**src/hw/lcd_cfg.svh**
```systemverilog
`ifndef LCD_CFG_SVH
`define LCD_CFG_SVH

//////////////////////////////////////////////////////////////////////
// Delays in i_clock cycles
//////////////////////////////////////////////////////////////////////
`define LCD_RESET_HOLD     30       // Also fine on hardware
`define LCD_RESET_WAIT     200      // 1000000 on hardware
`define LCD_STANDBY_WAIT   200      // 1000000 on hardware
`define LCD_SLEEP_WAIT     300      // One second of clocks on hardware
`define LCD_RETRY_WAIT     100      // One second of clocks on hardware

`define LCD_SCLK_HALF      2        // Cycles per serial clock half period
`define LCD_CLOCK_MHZ      25       // Panel clock rate written to REG_CLOCK

//////////////////////////////////////////////////////////////////////
// Frame geometry
//////////////////////////////////////////////////////////////////////
`define LCD_LINES          16       // 1280 on the real panel
`define LCD_WORDS_DATA     40       // Valid words per line
`define LCD_WORDS_LINE     44       // Clocks per line
`define LCD_BACK_PORCH     24       // Idle clocks before next update
`define LCD_UPDATE_LEN     48       // Update pulse length
`define LCD_BAND_LO        4        // 320 on the real panel
`define LCD_BAND_HI        12       // 960 on the real panel

// Register map
`define REG_MODE           7'h01
`define REG_ROW_BASE       7'h06    // Row address MSB then LSB
`define REG_CMD            7'h08
`define REG_CLOCK          7'h09
`define REG_START_BASE     7'h0A    // Start row MSB then LSB
`define REG_CONFIG         7'h78

// Register values
`define CMD_SET_START      8'h30    // Start pointer from row registers
`define CMD_SET_CURRENT    8'h40    // Current pointer from row registers
`define MODE_SLEEP         8'd0
`define MODE_STANDBY       8'd1
`define MODE_NORMAL        8'd2
`define CONFIG_ID          8'h20    // Only released panel revision

`endif

```
**src/hw/lcd_pkg.sv**
```systemverilog
package lcd_pkg;

	typedef logic [6:0]  lcd_addr_t;   // Panel register address
	typedef logic [7:0]  lcd_byte_t;   // Panel register value
	typedef logic [31:0] lcd_word_t;   // One pixel data word
	typedef logic [31:0] lcd_count_t;  // Delay and frame counters

	// Sequencer states, listed in visiting order
	typedef enum logic [4:0] {
		ST_RESET_HOLD,     // Panel held in reset, no clock
		ST_RESET_WAIT,     // Reset released, panel boots
		ST_RD_CONFIG,
		ST_WR_ROW_MSB,
		ST_WR_ROW_LSB,
		ST_CMD_START,
		ST_CMD_CURRENT,
		ST_RD_START_MSB,
		ST_RD_START_LSB,
		ST_WR_CLOCK,
		ST_RD_CLOCK,
		ST_WR_STANDBY,
		ST_RETRY_WAIT,     // Back off after a failed check
		ST_STANDBY_WAIT,
		ST_WR_NORMAL,
		ST_NORMAL,         // Frames streaming
		ST_WR_SLEEP,
		ST_SLEEP_WAIT,
		ST_SHUTDOWN        // Clock and reset removed
	} power_state_t;

endpackage

```
**src/hw/lcd_serial_tcvr.sv**
```systemverilog
`timescale 1ns/1ps
`include "lcd_cfg.svh"

module lcd_serial_tcvr
(
	input  logic               i_clock,
	input  logic               i_rst,
	input  logic               i_start,   // One cycle request while idle
	input  logic               i_read,    // Read flag, first bit on the wire
	input  lcd_pkg::lcd_addr_t i_addr,
	input  lcd_pkg::lcd_byte_t i_wdata,
	input  logic               i_miso,
	output logic               o_sclk,
	output logic               o_mosi,
	output logic               o_sen,
	output logic               o_busy,
	output logic               o_done,
	output lcd_pkg::lcd_byte_t o_rdata
);

	import lcd_pkg::*;

	localparam int DIV_W = $clog2(`LCD_SCLK_HALF + 1);

	logic [DIV_W-1:0] r_div;       // Cycles into current half period
	logic [4:0]       r_half;      // Half period index, 32 per frame
	logic [15:0]      r_shift;     // Outgoing frame, MSB on the wire
	lcd_byte_t        r_rdata;     // Incoming bits, last 8 are data
	logic             r_sclk;
	logic             r_sen;
	logic             r_busy;
	logic             r_done;
	logic             w_half_end;  // Last cycle of a half period

	assign w_half_end = (r_div == DIV_W'(`LCD_SCLK_HALF - 1));

	//////////////////////////////////////////////////////////////////////
	// Link control
	//////////////////////////////////////////////////////////////////////
	always_ff @(posedge i_clock)
	begin
		if (i_rst)
		begin
			r_div  <= '0;
			r_half <= '0;
			r_sclk <= 1'b0;
			r_sen  <= 1'b0;
			r_busy <= 1'b0;
			r_done <= 1'b0;
		end
		else
		begin
			r_done <= 1'b0;                    // Pulse only
			if (!r_busy)
			begin
				if (i_start)
				begin
					r_busy <= 1'b1;
					r_sen  <= 1'b1;            // Frame opens with sclk low
					r_div  <= '0;
					r_half <= '0;
				end
			end
			else if (r_sen)
			begin
				if (w_half_end)
				begin
					r_div  <= '0;
					r_sclk <= ~r_sclk;
					r_half <= r_half + 5'd1;
					if (r_half == 5'd31)
						r_sen <= 1'b0;         // Final falling edge closes frame
				end
				else
					r_div <= r_div + 1'b1;
			end
			else
			begin
				r_busy <= 1'b0;                // Tail cycle, hand back
				r_done <= 1'b1;
			end
		end
	end

	// Shift paths
	always_ff @(posedge i_clock)
	begin
		if (!r_busy && i_start)
			r_shift <= {i_read, i_addr, i_wdata};
		else if (r_sen && w_half_end)
		begin
			if (r_sclk)
				r_shift <= {r_shift[14:0], 1'b0};  // Next bit as sclk falls
			else
				r_rdata <= {r_rdata[6:0], i_miso}; // Sample as sclk rises
		end
	end

	assign o_sclk  = r_sclk;
	assign o_mosi  = r_sen & r_shift[15];      // Quiet between frames
	assign o_sen   = r_sen;
	assign o_busy  = r_busy;
	assign o_done  = r_done;
	assign o_rdata = r_rdata;

endmodule

```
**src/hw/lcd_power_seq.sv**
```systemverilog
`timescale 1ns/1ps
`include "lcd_cfg.svh"

module lcd_power_seq
(
	input  logic               i_clock,
	input  logic               i_rst,
	input  logic               i_shutdown_n,  // Low requests sleep
	input  logic               i_busy,
	input  logic               i_done,
	input  lcd_pkg::lcd_byte_t i_rdata,
	output logic               o_tx_start,
	output logic               o_tx_read,
	output lcd_pkg::lcd_addr_t o_tx_addr,
	output lcd_pkg::lcd_byte_t o_tx_wdata,
	output logic               o_nreset,
	output logic               o_clock_en,
	output logic               o_run,
	output logic               o_ready,
	output logic               o_fail
);

	import lcd_pkg::*;

	power_state_t r_state;
	lcd_count_t   r_count;      // Cycles spent in a delay state
	logic         r_issued;     // Transaction of this state in flight
	logic         r_tx_start;
	logic         r_tx_read;
	lcd_addr_t    r_tx_addr;
	lcd_byte_t    r_tx_wdata;
	logic         r_nreset;
	logic         r_clock_en;
	logic         r_run;
	logic         r_ready;
	logic         r_fail;
	logic         w_tx_state;   // State owns a register transaction
	logic [15:0]  w_tx;         // Read flag, address, write data
	lcd_count_t   w_delay_len;  // Zero outside delay states
	logic         w_rd_ok;      // Read back value passes its check
	logic         w_delay_end;
	logic         w_issue;
	logic         w_step;
	logic         w_retry;

	//////////////////////////////////////////////////////////////////////
	// Per state transaction, delay and read check
	//////////////////////////////////////////////////////////////////////
	always_comb
	begin
		w_tx_state  = 1'b1;
		w_tx        = '0;
		w_delay_len = '0;
		w_rd_ok     = 1'b1;
		case (r_state)
			ST_RD_CONFIG:    w_tx = {1'b1, `REG_CONFIG, 8'h00};
			ST_WR_ROW_MSB:   w_tx = {1'b0, `REG_ROW_BASE, 8'h00};
			ST_WR_ROW_LSB:   w_tx = {1'b0, `REG_ROW_BASE + 7'd1, 8'h00};
			ST_CMD_START:    w_tx = {1'b0, `REG_CMD, `CMD_SET_START};
			ST_CMD_CURRENT:  w_tx = {1'b0, `REG_CMD, `CMD_SET_CURRENT};
			ST_RD_START_MSB: w_tx = {1'b1, `REG_START_BASE, 8'h00};
			ST_RD_START_LSB: w_tx = {1'b1, `REG_START_BASE + 7'd1, 8'h00};
			ST_WR_CLOCK:     w_tx = {1'b0, `REG_CLOCK, lcd_byte_t'(`LCD_CLOCK_MHZ)};
			ST_RD_CLOCK:     w_tx = {1'b1, `REG_CLOCK, 8'h00};
			ST_WR_STANDBY:   w_tx = {1'b0, `REG_MODE, `MODE_STANDBY};
			ST_WR_NORMAL:    w_tx = {1'b0, `REG_MODE, `MODE_NORMAL};
			ST_WR_SLEEP:     w_tx = {1'b0, `REG_MODE, `MODE_SLEEP};
			default:         w_tx_state = 1'b0;
		endcase
		case (r_state)
			ST_RESET_HOLD:   w_delay_len = lcd_count_t'(`LCD_RESET_HOLD);
			ST_RESET_WAIT:   w_delay_len = lcd_count_t'(`LCD_RESET_WAIT);
			ST_RETRY_WAIT:   w_delay_len = lcd_count_t'(`LCD_RETRY_WAIT);
			ST_STANDBY_WAIT: w_delay_len = lcd_count_t'(`LCD_STANDBY_WAIT);
			ST_SLEEP_WAIT:   w_delay_len = lcd_count_t'(`LCD_SLEEP_WAIT);
			ST_RD_CONFIG:    w_rd_ok = (i_rdata == `CONFIG_ID);
			ST_RD_START_MSB: w_rd_ok = (i_rdata[2:0] == 3'd0);   // Row bits only
			ST_RD_START_LSB: w_rd_ok = (i_rdata == 8'h00);
			ST_RD_CLOCK:     w_rd_ok = (i_rdata == lcd_byte_t'(`LCD_CLOCK_MHZ));
			default:         ;
		endcase
	end

	assign w_delay_end = (r_count == w_delay_len - lcd_count_t'(1));
	assign w_issue     = w_tx_state && !r_issued && !i_busy;
	assign w_step      = i_done && w_rd_ok;
	assign w_retry     = i_done && !w_rd_ok;

	//////////////////////////////////////////////////////////////////////
	// State machine
	//////////////////////////////////////////////////////////////////////
	always_ff @(posedge i_clock)
	begin
		if (i_rst)
		begin
			r_state    <= ST_RESET_HOLD;
			r_count    <= '0;
			r_issued   <= 1'b0;
			r_tx_start <= 1'b0;
			r_nreset   <= 1'b0;
			r_clock_en <= 1'b0;
			r_run      <= 1'b0;
			r_ready    <= 1'b0;
			r_fail     <= 1'b0;
		end
		else
		begin
			r_tx_start <= w_issue;                 // Single cycle start
			if (w_issue)
				r_issued <= 1'b1;
			else if (i_done)
				r_issued <= 1'b0;
			r_count <= (w_delay_len == '0 || w_delay_end) ? '0 : r_count + 1'b1;
			case (r_state)
				ST_RESET_HOLD:
				begin
					r_state    <= w_delay_end ? ST_RESET_WAIT : r_state;
					r_nreset   <= w_delay_end;     // Release with clock running
					r_clock_en <= w_delay_end;
				end
				ST_RESET_WAIT:   r_state <= w_delay_end ? ST_RD_CONFIG : r_state;
				ST_RD_CONFIG:    r_state <= w_step ? ST_WR_ROW_MSB : r_state;
				ST_WR_ROW_MSB:   r_state <= w_step ? ST_WR_ROW_LSB : r_state;
				ST_WR_ROW_LSB:   r_state <= w_step ? ST_CMD_START : r_state;
				ST_CMD_START:    r_state <= w_step ? ST_CMD_CURRENT : r_state;
				ST_CMD_CURRENT:  r_state <= w_step ? ST_RD_START_MSB : r_state;
				ST_RD_START_MSB: r_state <= w_step ? ST_RD_START_LSB : r_state;
				ST_RD_START_LSB: r_state <= w_step ? ST_WR_CLOCK : r_state;
				ST_WR_CLOCK:     r_state <= w_step ? ST_RD_CLOCK : r_state;
				ST_RD_CLOCK:
				begin
					r_state <= w_step ? ST_WR_STANDBY : r_state;
					if (w_step)
						r_fail <= 1'b0;                // All checks passed
				end
				ST_WR_STANDBY:
				begin
					r_state <= w_step ? ST_STANDBY_WAIT : r_state;
					r_ready <= w_step;
				end
				ST_RETRY_WAIT:   r_state <= w_delay_end ? ST_RD_CONFIG : r_state;
				ST_STANDBY_WAIT: r_state <= w_delay_end ? ST_WR_NORMAL : r_state;
				ST_WR_NORMAL:
				begin
					r_state <= w_step ? ST_NORMAL : r_state;
					r_run   <= w_step;                 // Frames start with normal mode
				end
				ST_NORMAL:
				begin
					r_state <= i_shutdown_n ? r_state : ST_WR_SLEEP;
					r_run   <= i_shutdown_n;           // Stop frames before sleep write
				end
				ST_WR_SLEEP:     r_state <= w_step ? ST_SLEEP_WAIT : r_state;
				ST_SLEEP_WAIT:
				begin
					r_state    <= w_delay_end ? ST_SHUTDOWN : r_state;
					r_nreset   <= !w_delay_end;
					r_clock_en <= !w_delay_end;
					r_ready    <= !w_delay_end;
				end
				default:         r_state <= ST_SHUTDOWN; // Parked until reset
			endcase
			if (w_retry)
			begin
				r_state <= ST_RETRY_WAIT;              // Bad read back
				r_fail  <= 1'b1;
			end
		end
	end

	// Transaction payload, loaded with the start strobe
	always_ff @(posedge i_clock)
	begin
		if (w_issue)
			{r_tx_read, r_tx_addr, r_tx_wdata} <= w_tx;
	end

	assign o_tx_start = r_tx_start;
	assign o_tx_read  = r_tx_read;
	assign o_tx_addr  = r_tx_addr;
	assign o_tx_wdata = r_tx_wdata;
	assign o_nreset   = r_nreset;
	assign o_clock_en = r_clock_en;
	assign o_run      = r_run;
	assign o_ready    = r_ready;
	assign o_fail     = r_fail;

endmodule

```
**src/hw/lcd_frame_gen.sv**
```systemverilog
`timescale 1ns/1ps
`include "lcd_cfg.svh"

module lcd_frame_gen
(
	input  logic               i_clock,
	input  logic               i_rst,
	input  logic               i_run,     // Counters held clear while low
	output lcd_pkg::lcd_word_t o_data,
	output logic               o_valid,
	output logic               o_update
);

	import lcd_pkg::*;

	localparam lcd_count_t DATA_END  = `LCD_LINES * `LCD_WORDS_LINE;  // Start of back porch
	localparam lcd_count_t FRAME_LEN = DATA_END + `LCD_BACK_PORCH;

	lcd_count_t r_pos;      // Cycle within frame
	lcd_count_t r_word;     // Word within line
	lcd_count_t r_line;
	logic       r_first;    // No update in first frame
	logic       r_valid;
	logic       r_update;
	lcd_word_t  r_data;
	logic       w_in_data;  // Word carries pixels
	logic       w_band;     // Line outside the dark band

	assign w_in_data = (r_pos < DATA_END) && (r_word < `LCD_WORDS_DATA);
	assign w_band    = (r_line < `LCD_BAND_LO) || (r_line > `LCD_BAND_HI);

	//////////////////////////////////////////////////////////////////////
	// Frame counters and registered strobes
	//////////////////////////////////////////////////////////////////////
	always_ff @(posedge i_clock)
	begin
		if (i_rst || !i_run)
		begin
			r_pos    <= '0;
			r_word   <= '0;
			r_line   <= '0;
			r_first  <= 1'b1;
			r_valid  <= 1'b0;
			r_update <= 1'b0;
		end
		else
		begin
			r_valid  <= w_in_data;
			r_update <= !r_first && (r_pos < `LCD_UPDATE_LEN);
			if (r_pos == FRAME_LEN - 1)
			begin
				r_pos   <= '0;                 // Wrap after back porch
				r_word  <= '0;
				r_line  <= '0;
				r_first <= 1'b0;
			end
			else
			begin
				r_pos <= r_pos + 1'b1;
				if (r_pos < DATA_END)
				begin
					if (r_word == `LCD_WORDS_LINE - 1)
					begin
						r_word <= '0;
						r_line <= r_line + 1'b1;
					end
					else
						r_word <= r_word + 1'b1;
				end
			end
		end
	end

	// Band test pattern
	always_ff @(posedge i_clock)
	begin
		r_data <= (i_run && w_in_data && w_band) ? '1 : '0;
	end

	assign o_data   = r_data;
	assign o_valid  = r_valid;
	assign o_update = r_update;

endmodule

```
**src/hw/lcd_top.sv**
```systemverilog
`timescale 1ns/1ps

module lcd_top
(
	input  logic               i_clock,
	input  logic               i_rst,
	input  logic               i_shutdown_n,  // Low requests shutdown
	input  logic               i_lcd_miso,
	output logic               o_lcd_clock,   // Gated panel clock
	output logic               o_nreset,
	output lcd_pkg::lcd_word_t o_data,
	output logic               o_valid,
	output logic               o_update,
	output logic               o_lcd_sclk,
	output logic               o_lcd_mosi,
	output logic               o_lcd_sen,
	output logic               o_ready,
	output logic               o_fail
);

	import lcd_pkg::*;

	logic      w_tx_start;
	logic      w_tx_read;
	lcd_addr_t w_tx_addr;
	lcd_byte_t w_tx_wdata;
	lcd_byte_t w_rdata;
	logic      w_busy;
	logic      w_done;
	logic      w_clock_en;
	logic      w_run;
	logic      r_gate_en;   // Enable moved to the low clock phase

	// Change the gate only while the clock is low
	always_ff @(negedge i_clock)
	begin
		if (i_rst)
			r_gate_en <= 1'b0;
		else
			r_gate_en <= w_clock_en;
	end

	assign o_lcd_clock = i_clock & r_gate_en;

	lcd_power_seq u_seq (
		.i_clock      (i_clock),
		.i_rst        (i_rst),
		.i_shutdown_n (i_shutdown_n),
		.i_busy       (w_busy),
		.i_done       (w_done),
		.i_rdata      (w_rdata),
		.o_tx_start   (w_tx_start),
		.o_tx_read    (w_tx_read),
		.o_tx_addr    (w_tx_addr),
		.o_tx_wdata   (w_tx_wdata),
		.o_nreset     (o_nreset),
		.o_clock_en   (w_clock_en),
		.o_run        (w_run),
		.o_ready      (o_ready),
		.o_fail       (o_fail)
	);

	lcd_serial_tcvr u_tcvr (
		.i_clock (i_clock),
		.i_rst   (i_rst),
		.i_start (w_tx_start),
		.i_read  (w_tx_read),
		.i_addr  (w_tx_addr),
		.i_wdata (w_tx_wdata),
		.i_miso  (i_lcd_miso),
		.o_sclk  (o_lcd_sclk),
		.o_mosi  (o_lcd_mosi),
		.o_sen   (o_lcd_sen),
		.o_busy  (w_busy),
		.o_done  (w_done),
		.o_rdata (w_rdata)
	);

	lcd_frame_gen u_frame (
		.i_clock  (i_clock),
		.i_rst    (i_rst),
		.i_run    (w_run),
		.o_data   (o_data),
		.o_valid  (o_valid),
		.o_update (o_update)
	);

endmodule

```
**config.mk**
```make
export PLATFORM = sky130hd
export DESIGN_NAME = lcd_top
export DESIGN_NICKNAME = d
export VERILOG_FILES = /design/src/hw/lcd_pkg.sv /design/src/hw/lcd_serial_tcvr.sv /design/src/hw/lcd_power_seq.sv /design/src/hw/lcd_frame_gen.sv /design/src/hw/lcd_top.sv
export VERILOG_INCLUDE_DIRS = /design/src /design/src/hw
export SDC_FILE = /design/constraint.sdc
export NUM_CORES = 1
export LEC_CHECK = 0
export BUFFER_PORTS_ARGS = -buffer_cell sky130_fd_sc_hd__buf_2
export CORE_MARGIN = 2
export CORE_UTILIZATION = 56
export CTS_CLUSTER_SIZE = 28
export DETAILED_ROUTE_END_ITERATION = 10
export HOLD_SLACK_MARGIN = 0.08
export PLACE_DENSITY = 0.78
export SLEW_MARGIN = 20
export SYNTH_ARGS = -nofsm -noshare
export SYNTH_HDL_FRONTEND = slang
export SYNTH_SLANG_ARGS = --single-unit
export TNS_END_PERCENT = 1
```
**constraint.sdc**
```tcl
create_clock -name i_clock -period 3.59 [get_ports i_clock]
set_clock_uncertainty 0.2 [all_clocks]
set_input_delay 0.718 -clock i_clock [delete_from_list [all_inputs] [get_ports i_clock]]
set_output_delay 0.718 -clock i_clock [all_outputs]
set_load 0.005 [all_outputs]
```
**After elaboration in Yosys (flattened, before gate mapping)**

Cells that the tools add are included.

- Flip-flop bits (word level): 226
- Bits of input ports: 4
- Logic and storage cells: 206

- Add/sub/neg operators: 7
- Order comparisons: 5
- Equal/unequal tests: 60
- Muxes and demuxes: 53
- Bitwise gates (word level): 5
- Reduce and logical (&&, ||, !) cells: 48

Operators by type and width:

| cell | count |
|---|---|
| 16-bit case mux with 12 select lines | 1 |
| 32-bit by 1-bit adder with 32-bit output, second input constant | 4 |
| 5-bit two-way mux | 21 |
| 5-bit case mux with 17 select lines | 1 |
| 32-bit by 6-bit < comparator with 1-bit output, second input constant | 2 |
| 32-bit two-way mux | 2 |
| 16-bit two-way mux | 3 |
| 3-bit by 1-bit != test with 1-bit output, second input constant | 16 |
| 5-bit by 4-bit equality test with 1-bit output, second input constant | 8 |
| 9-bit case mux with 4 select lines | 1 |
| 2-bit by 1-bit != test with 1-bit output, second input constant | 17 |
| 17-bit AND reduction | 2 |
| 32-bit by 10-bit equality test with 1-bit output, second input constant | 1 |
| 32-bit equality test | 1 |
| 32-bit by 6-bit equality test with 1-bit output, second input constant | 1 |
| 32-bit by 4-bit > comparator with 1-bit output, second input constant | 1 |
| 32-bit zero test | 1 |
| 32-bit by 10-bit < comparator with 1-bit output, second input constant | 1 |
| 32-bit by 3-bit < comparator with 1-bit output, second input constant | 1 |
| 5-bit by 3-bit equality test with 1-bit output, second input constant | 4 |
| 2-bit nonzero test | 9 |
| 5-bit equality test, second input constant | 3 |
| 1-bit two-way mux | 15 |
| 12-bit OR reduction | 1 |
| other kinds (25) | 61 |

**Depth between registers and ports, before layout**

- Depth in word-level cells: 8
- Mapped depth: 15
- Gate-level depth less buffers: 13

**Modules after synthesis**

Synthesis repeated with hierarchy kept, for this count alone.

- Cell total of the unflattened synthesis: 1165
- Area, all modules: 10182.3 um2

Modules (own cells, without submodules):

| module | times used | cells each | area each (um2) | seq. area each (um2) |
|---|---|---|---|---|
| lcd_frame_gen | 1 | 640 | 5342.6 | 2001.9 |
| lcd_power_seq | 1 | 390 | 3377.0 | 1221.2 |
| lcd_serial_tcvr | 1 | 131 | 1423.9 | 940.9 |
| lcd_top | 1 | 4 | 38.8 | 20.0 |

==> results.json <==
{
  "slew_viols_final": 0,
  "critical_path.endpoint_type": "output pin",
  "setup_tns_final_ns": -0.227,
  "synth_area_leaders": "dfxtp_1 (34%), edfxtp_1 (12%), nor2_1 (6.8%)",
  "max_stage_delay_ns": 0.30,
  "cp.required_ns": 2.67,
  "max_cap_violation_count": 0,
  "yosys_warnings": 0,
  "synthesis.area_mm2": 0.00926,
  "die-area_mm2": 0.0176,
  "vdd_ir_drop_max_v": 0.000380,
  "worstHoldPathType": "in2reg",
  "synth_ff_type": "dfxtp_1",
  "drc_errors": 0,
  "slowest_stage": "dfxtp_2",
  "rows": 47,
  "avgRoutedWirePerCell_um": 13.3,
  "setup_ws_ns": -0.227,
  "postCtsHoldBufs": 0,
  "grt_setup_unrepaired": "true",
  "hold-worst-slack_ns": 0.152,
  "dp.cells": 1285,
  "p_total_mw": 4.24,
  "global_route_wire_length_before_repair_um": 30000,
  "synth_edf_count": 36,
  "layout_commonest_cell": "nor2_1",
  "static-leakage-power_nw": 3.64,
  "p_per_area_mw_per_mm2": 413,
  "worst-r2r-setup-slack_ns": 0.16,
  "yosysTopAreaCell": "dfxtp_1",
  "area_delta_synth_final_pct": 10.7,
  "port_buffers": 44,
  "worstPathCellList": "and2_4 -> buf_6",
  "asyncSetResetFlopFracSynth_pct": 0,
  "tritoncts": "yes",
  "final_util_pct": 62.7,
  "worstMarginPinSlew_ns": 0.714,
  "violations_in_the_final_reports": "setup timing",
  "place_worst_setup_slack_ns": -0.00949,
  "post_route_cells_drive_above_1_share_pct": 11.2,
  "groute.usage.overall_pct": 20.2,
  "final_cell_count_no_fill": 1320,
  "wirelength_um": 17600,
  "syn_nets": 1090,
  "cts.clk_slew.worst_paths_ns": 0.07,
  "setup-violations-final": 2,
  "grt_pass1_vias": 6735,
  "grt_start_max_net_pins": 33,
  "post_synth_inst_count": 1077,
  "worst-endpoint-arrival_ns": 2.90,
  "synth-seq-cells": 191,
  "setup.worst_path.start_class": "register",
  "cts_setup_buffers": 0,
  "proportion_of_netlist_area_held_by_the_largest_area_contributor_pct": 33.5,
  "initial_utilization_pct": 56.7,
  "clk-insertion-delay-late_ns": 0.54,
  "gp_routability_congestion": 0.909,
  "viasPerCell": 5.50,
  "distinct_cells_synth": 61,
  "die-width_um": 133,
  "detail_route.iter0.violations": 643,
  "design.final.nets": 1100,
  "ant_nets": 0,
  "dr_total_vias": 7259,
  "ys_seq_area_share_pct": 45.2,
  "antenna_cells": 0,
  "fill_cells": 1388,
  "dp_hpwl_um": 11900,
  "layout.cell_area.non_filler_mm2": 0.0102,
  "final_cell_mix": "nor2_1 (167), dfxtp_1 (154), nand2_1 (108)",
  "drt-pass1-iter-count": 5,
  "core_mm2": 0.0163,
  "globalRouteOverflowTotal": 0,
  "top_level_ports": 45,
  "syn_avg_cell_area_um2": 8.60,
  "critical_path_peak_fanout": 1,
  "placement.cell_area_mm2": 0.00952,
  "outcome": "finished with violations",
  "die_h_um": 133,
  "initial_antenna_violation_count": 1,
  "path_class": "reg2out",
  "finalHoldViolCount": 0,
  "timing.max_slew.rel_slack_pct": 52.3
}
power by group:
| group | switching (mW) | total, mW | internal [mW] |
|---|---|---|---|
| sequential | 0.00503 | 2.18 | 2.18 |
| clock | 0.817 | 2.03 | 1.21 |
| combinational | 0.0165 | 0.0259 | 0.00941 |
| total | 0.838 | 4.24 | 3.40 |
path summary, 6_finish.rpt:
path / startpoint / end / depth (start not counted)
max: r_gate_en$_SDFF_NP0_ / o_lcd_clock / 2
min: i_lcd_miso / u_tcvr.o_rdata[0]$_DFFE_PP_ / 1
max reg2reg: u_seq.r_state[2]$_SDFFE_PP0P_ / u_seq.r_state[1]$_SDFFE_PP0P_ / 11
min reg2reg: u_tcvr.r_div[1]$_SDFFE_PP0P_ / u_tcvr.r_div[1]$_SDFFE_PP0P_ / 2
worst max-delay path, delay by kind of cell, from the launching register on:
family | cells | cell delay (ns)
DFF | 1 | 0.30
and+or+nand+nor | 1 | 0.13
buffers and inverters | 1 | 0.10
cell families (layout without fill, tap and decap cells):
logic type      after synthesis  after routing  synth area share, %
compound gates               89             89                 5.99
xor+xnor                    124            124                 11.7
fa+ha+maj                    10             10                 1.32
buf+inv                     106            129                 5.76
flops                       191            191                 45.2
mux                           4              4                0.432
simple gates                553            553                 29.6
cell usage after synthesis (26+ instances only):
cell type / instances
xnor2_1: 64
nor3_1: 40
dfxtp_1: 155
edfxtp_1: 36
nand2_1: 109
xor2_1: 60
nor2_1: 167
inv_1: 26
buf_4: 31
clkbuf_1: 28
nor4_1: 35
nand3_1: 56
nand4_1: 33
a21oi_1: 36
layer usage:
metal	vias up	track usage, %	part of all wire, %
met2	169	32.6	47
met4	2	7.59	1.5
met3	31	4.67	4.3
met5	-	0	0.091
met1	3361	26.6	47
li1	3696	-	-
sequential cells by signal, indices dropped and copies added, names as in the netlist, 2 cells and up:
signal            count
u_frame.r_word       32
u_seq.r_state         5
u_tcvr.r_shift       16
u_seq.o_tx_addr       5
u_tcvr.r_half         5
u_frame.r_pos        32
u_tcvr.r_div          2
u_frame.r_line       32
u_seq.o_tx_wdata      6
u_seq.r_count        32
u_tcvr.o_rdata        8
layout make-up:
| type | count | area, um^2 | share of cell area [%] |
|---|---|---|---|
| Clock buffer | 24 | 543 | 5.30 |
| Inverter | 25 | 93.8 | 0.916 |
| Tap cell | 220 | 275 | 2.69 |
| Clock inverter | 13 | 139 | 1.36 |
| Sequential cell | 191 | 4190 | 40.8 |
| Timing Repair Buffer | 67 | 408 | 3.98 |
| Multi-Input combinational cell | 780 | 4600 | 44.9 |
timing repair:
action	in CTS	in global routing
resized for setup	0	11
setup endpoints to repair	3	5
pin swaps	0	2
endpoints found under the hold margin	0	0
Note: power is estimated with default switching activity, not from simulation.
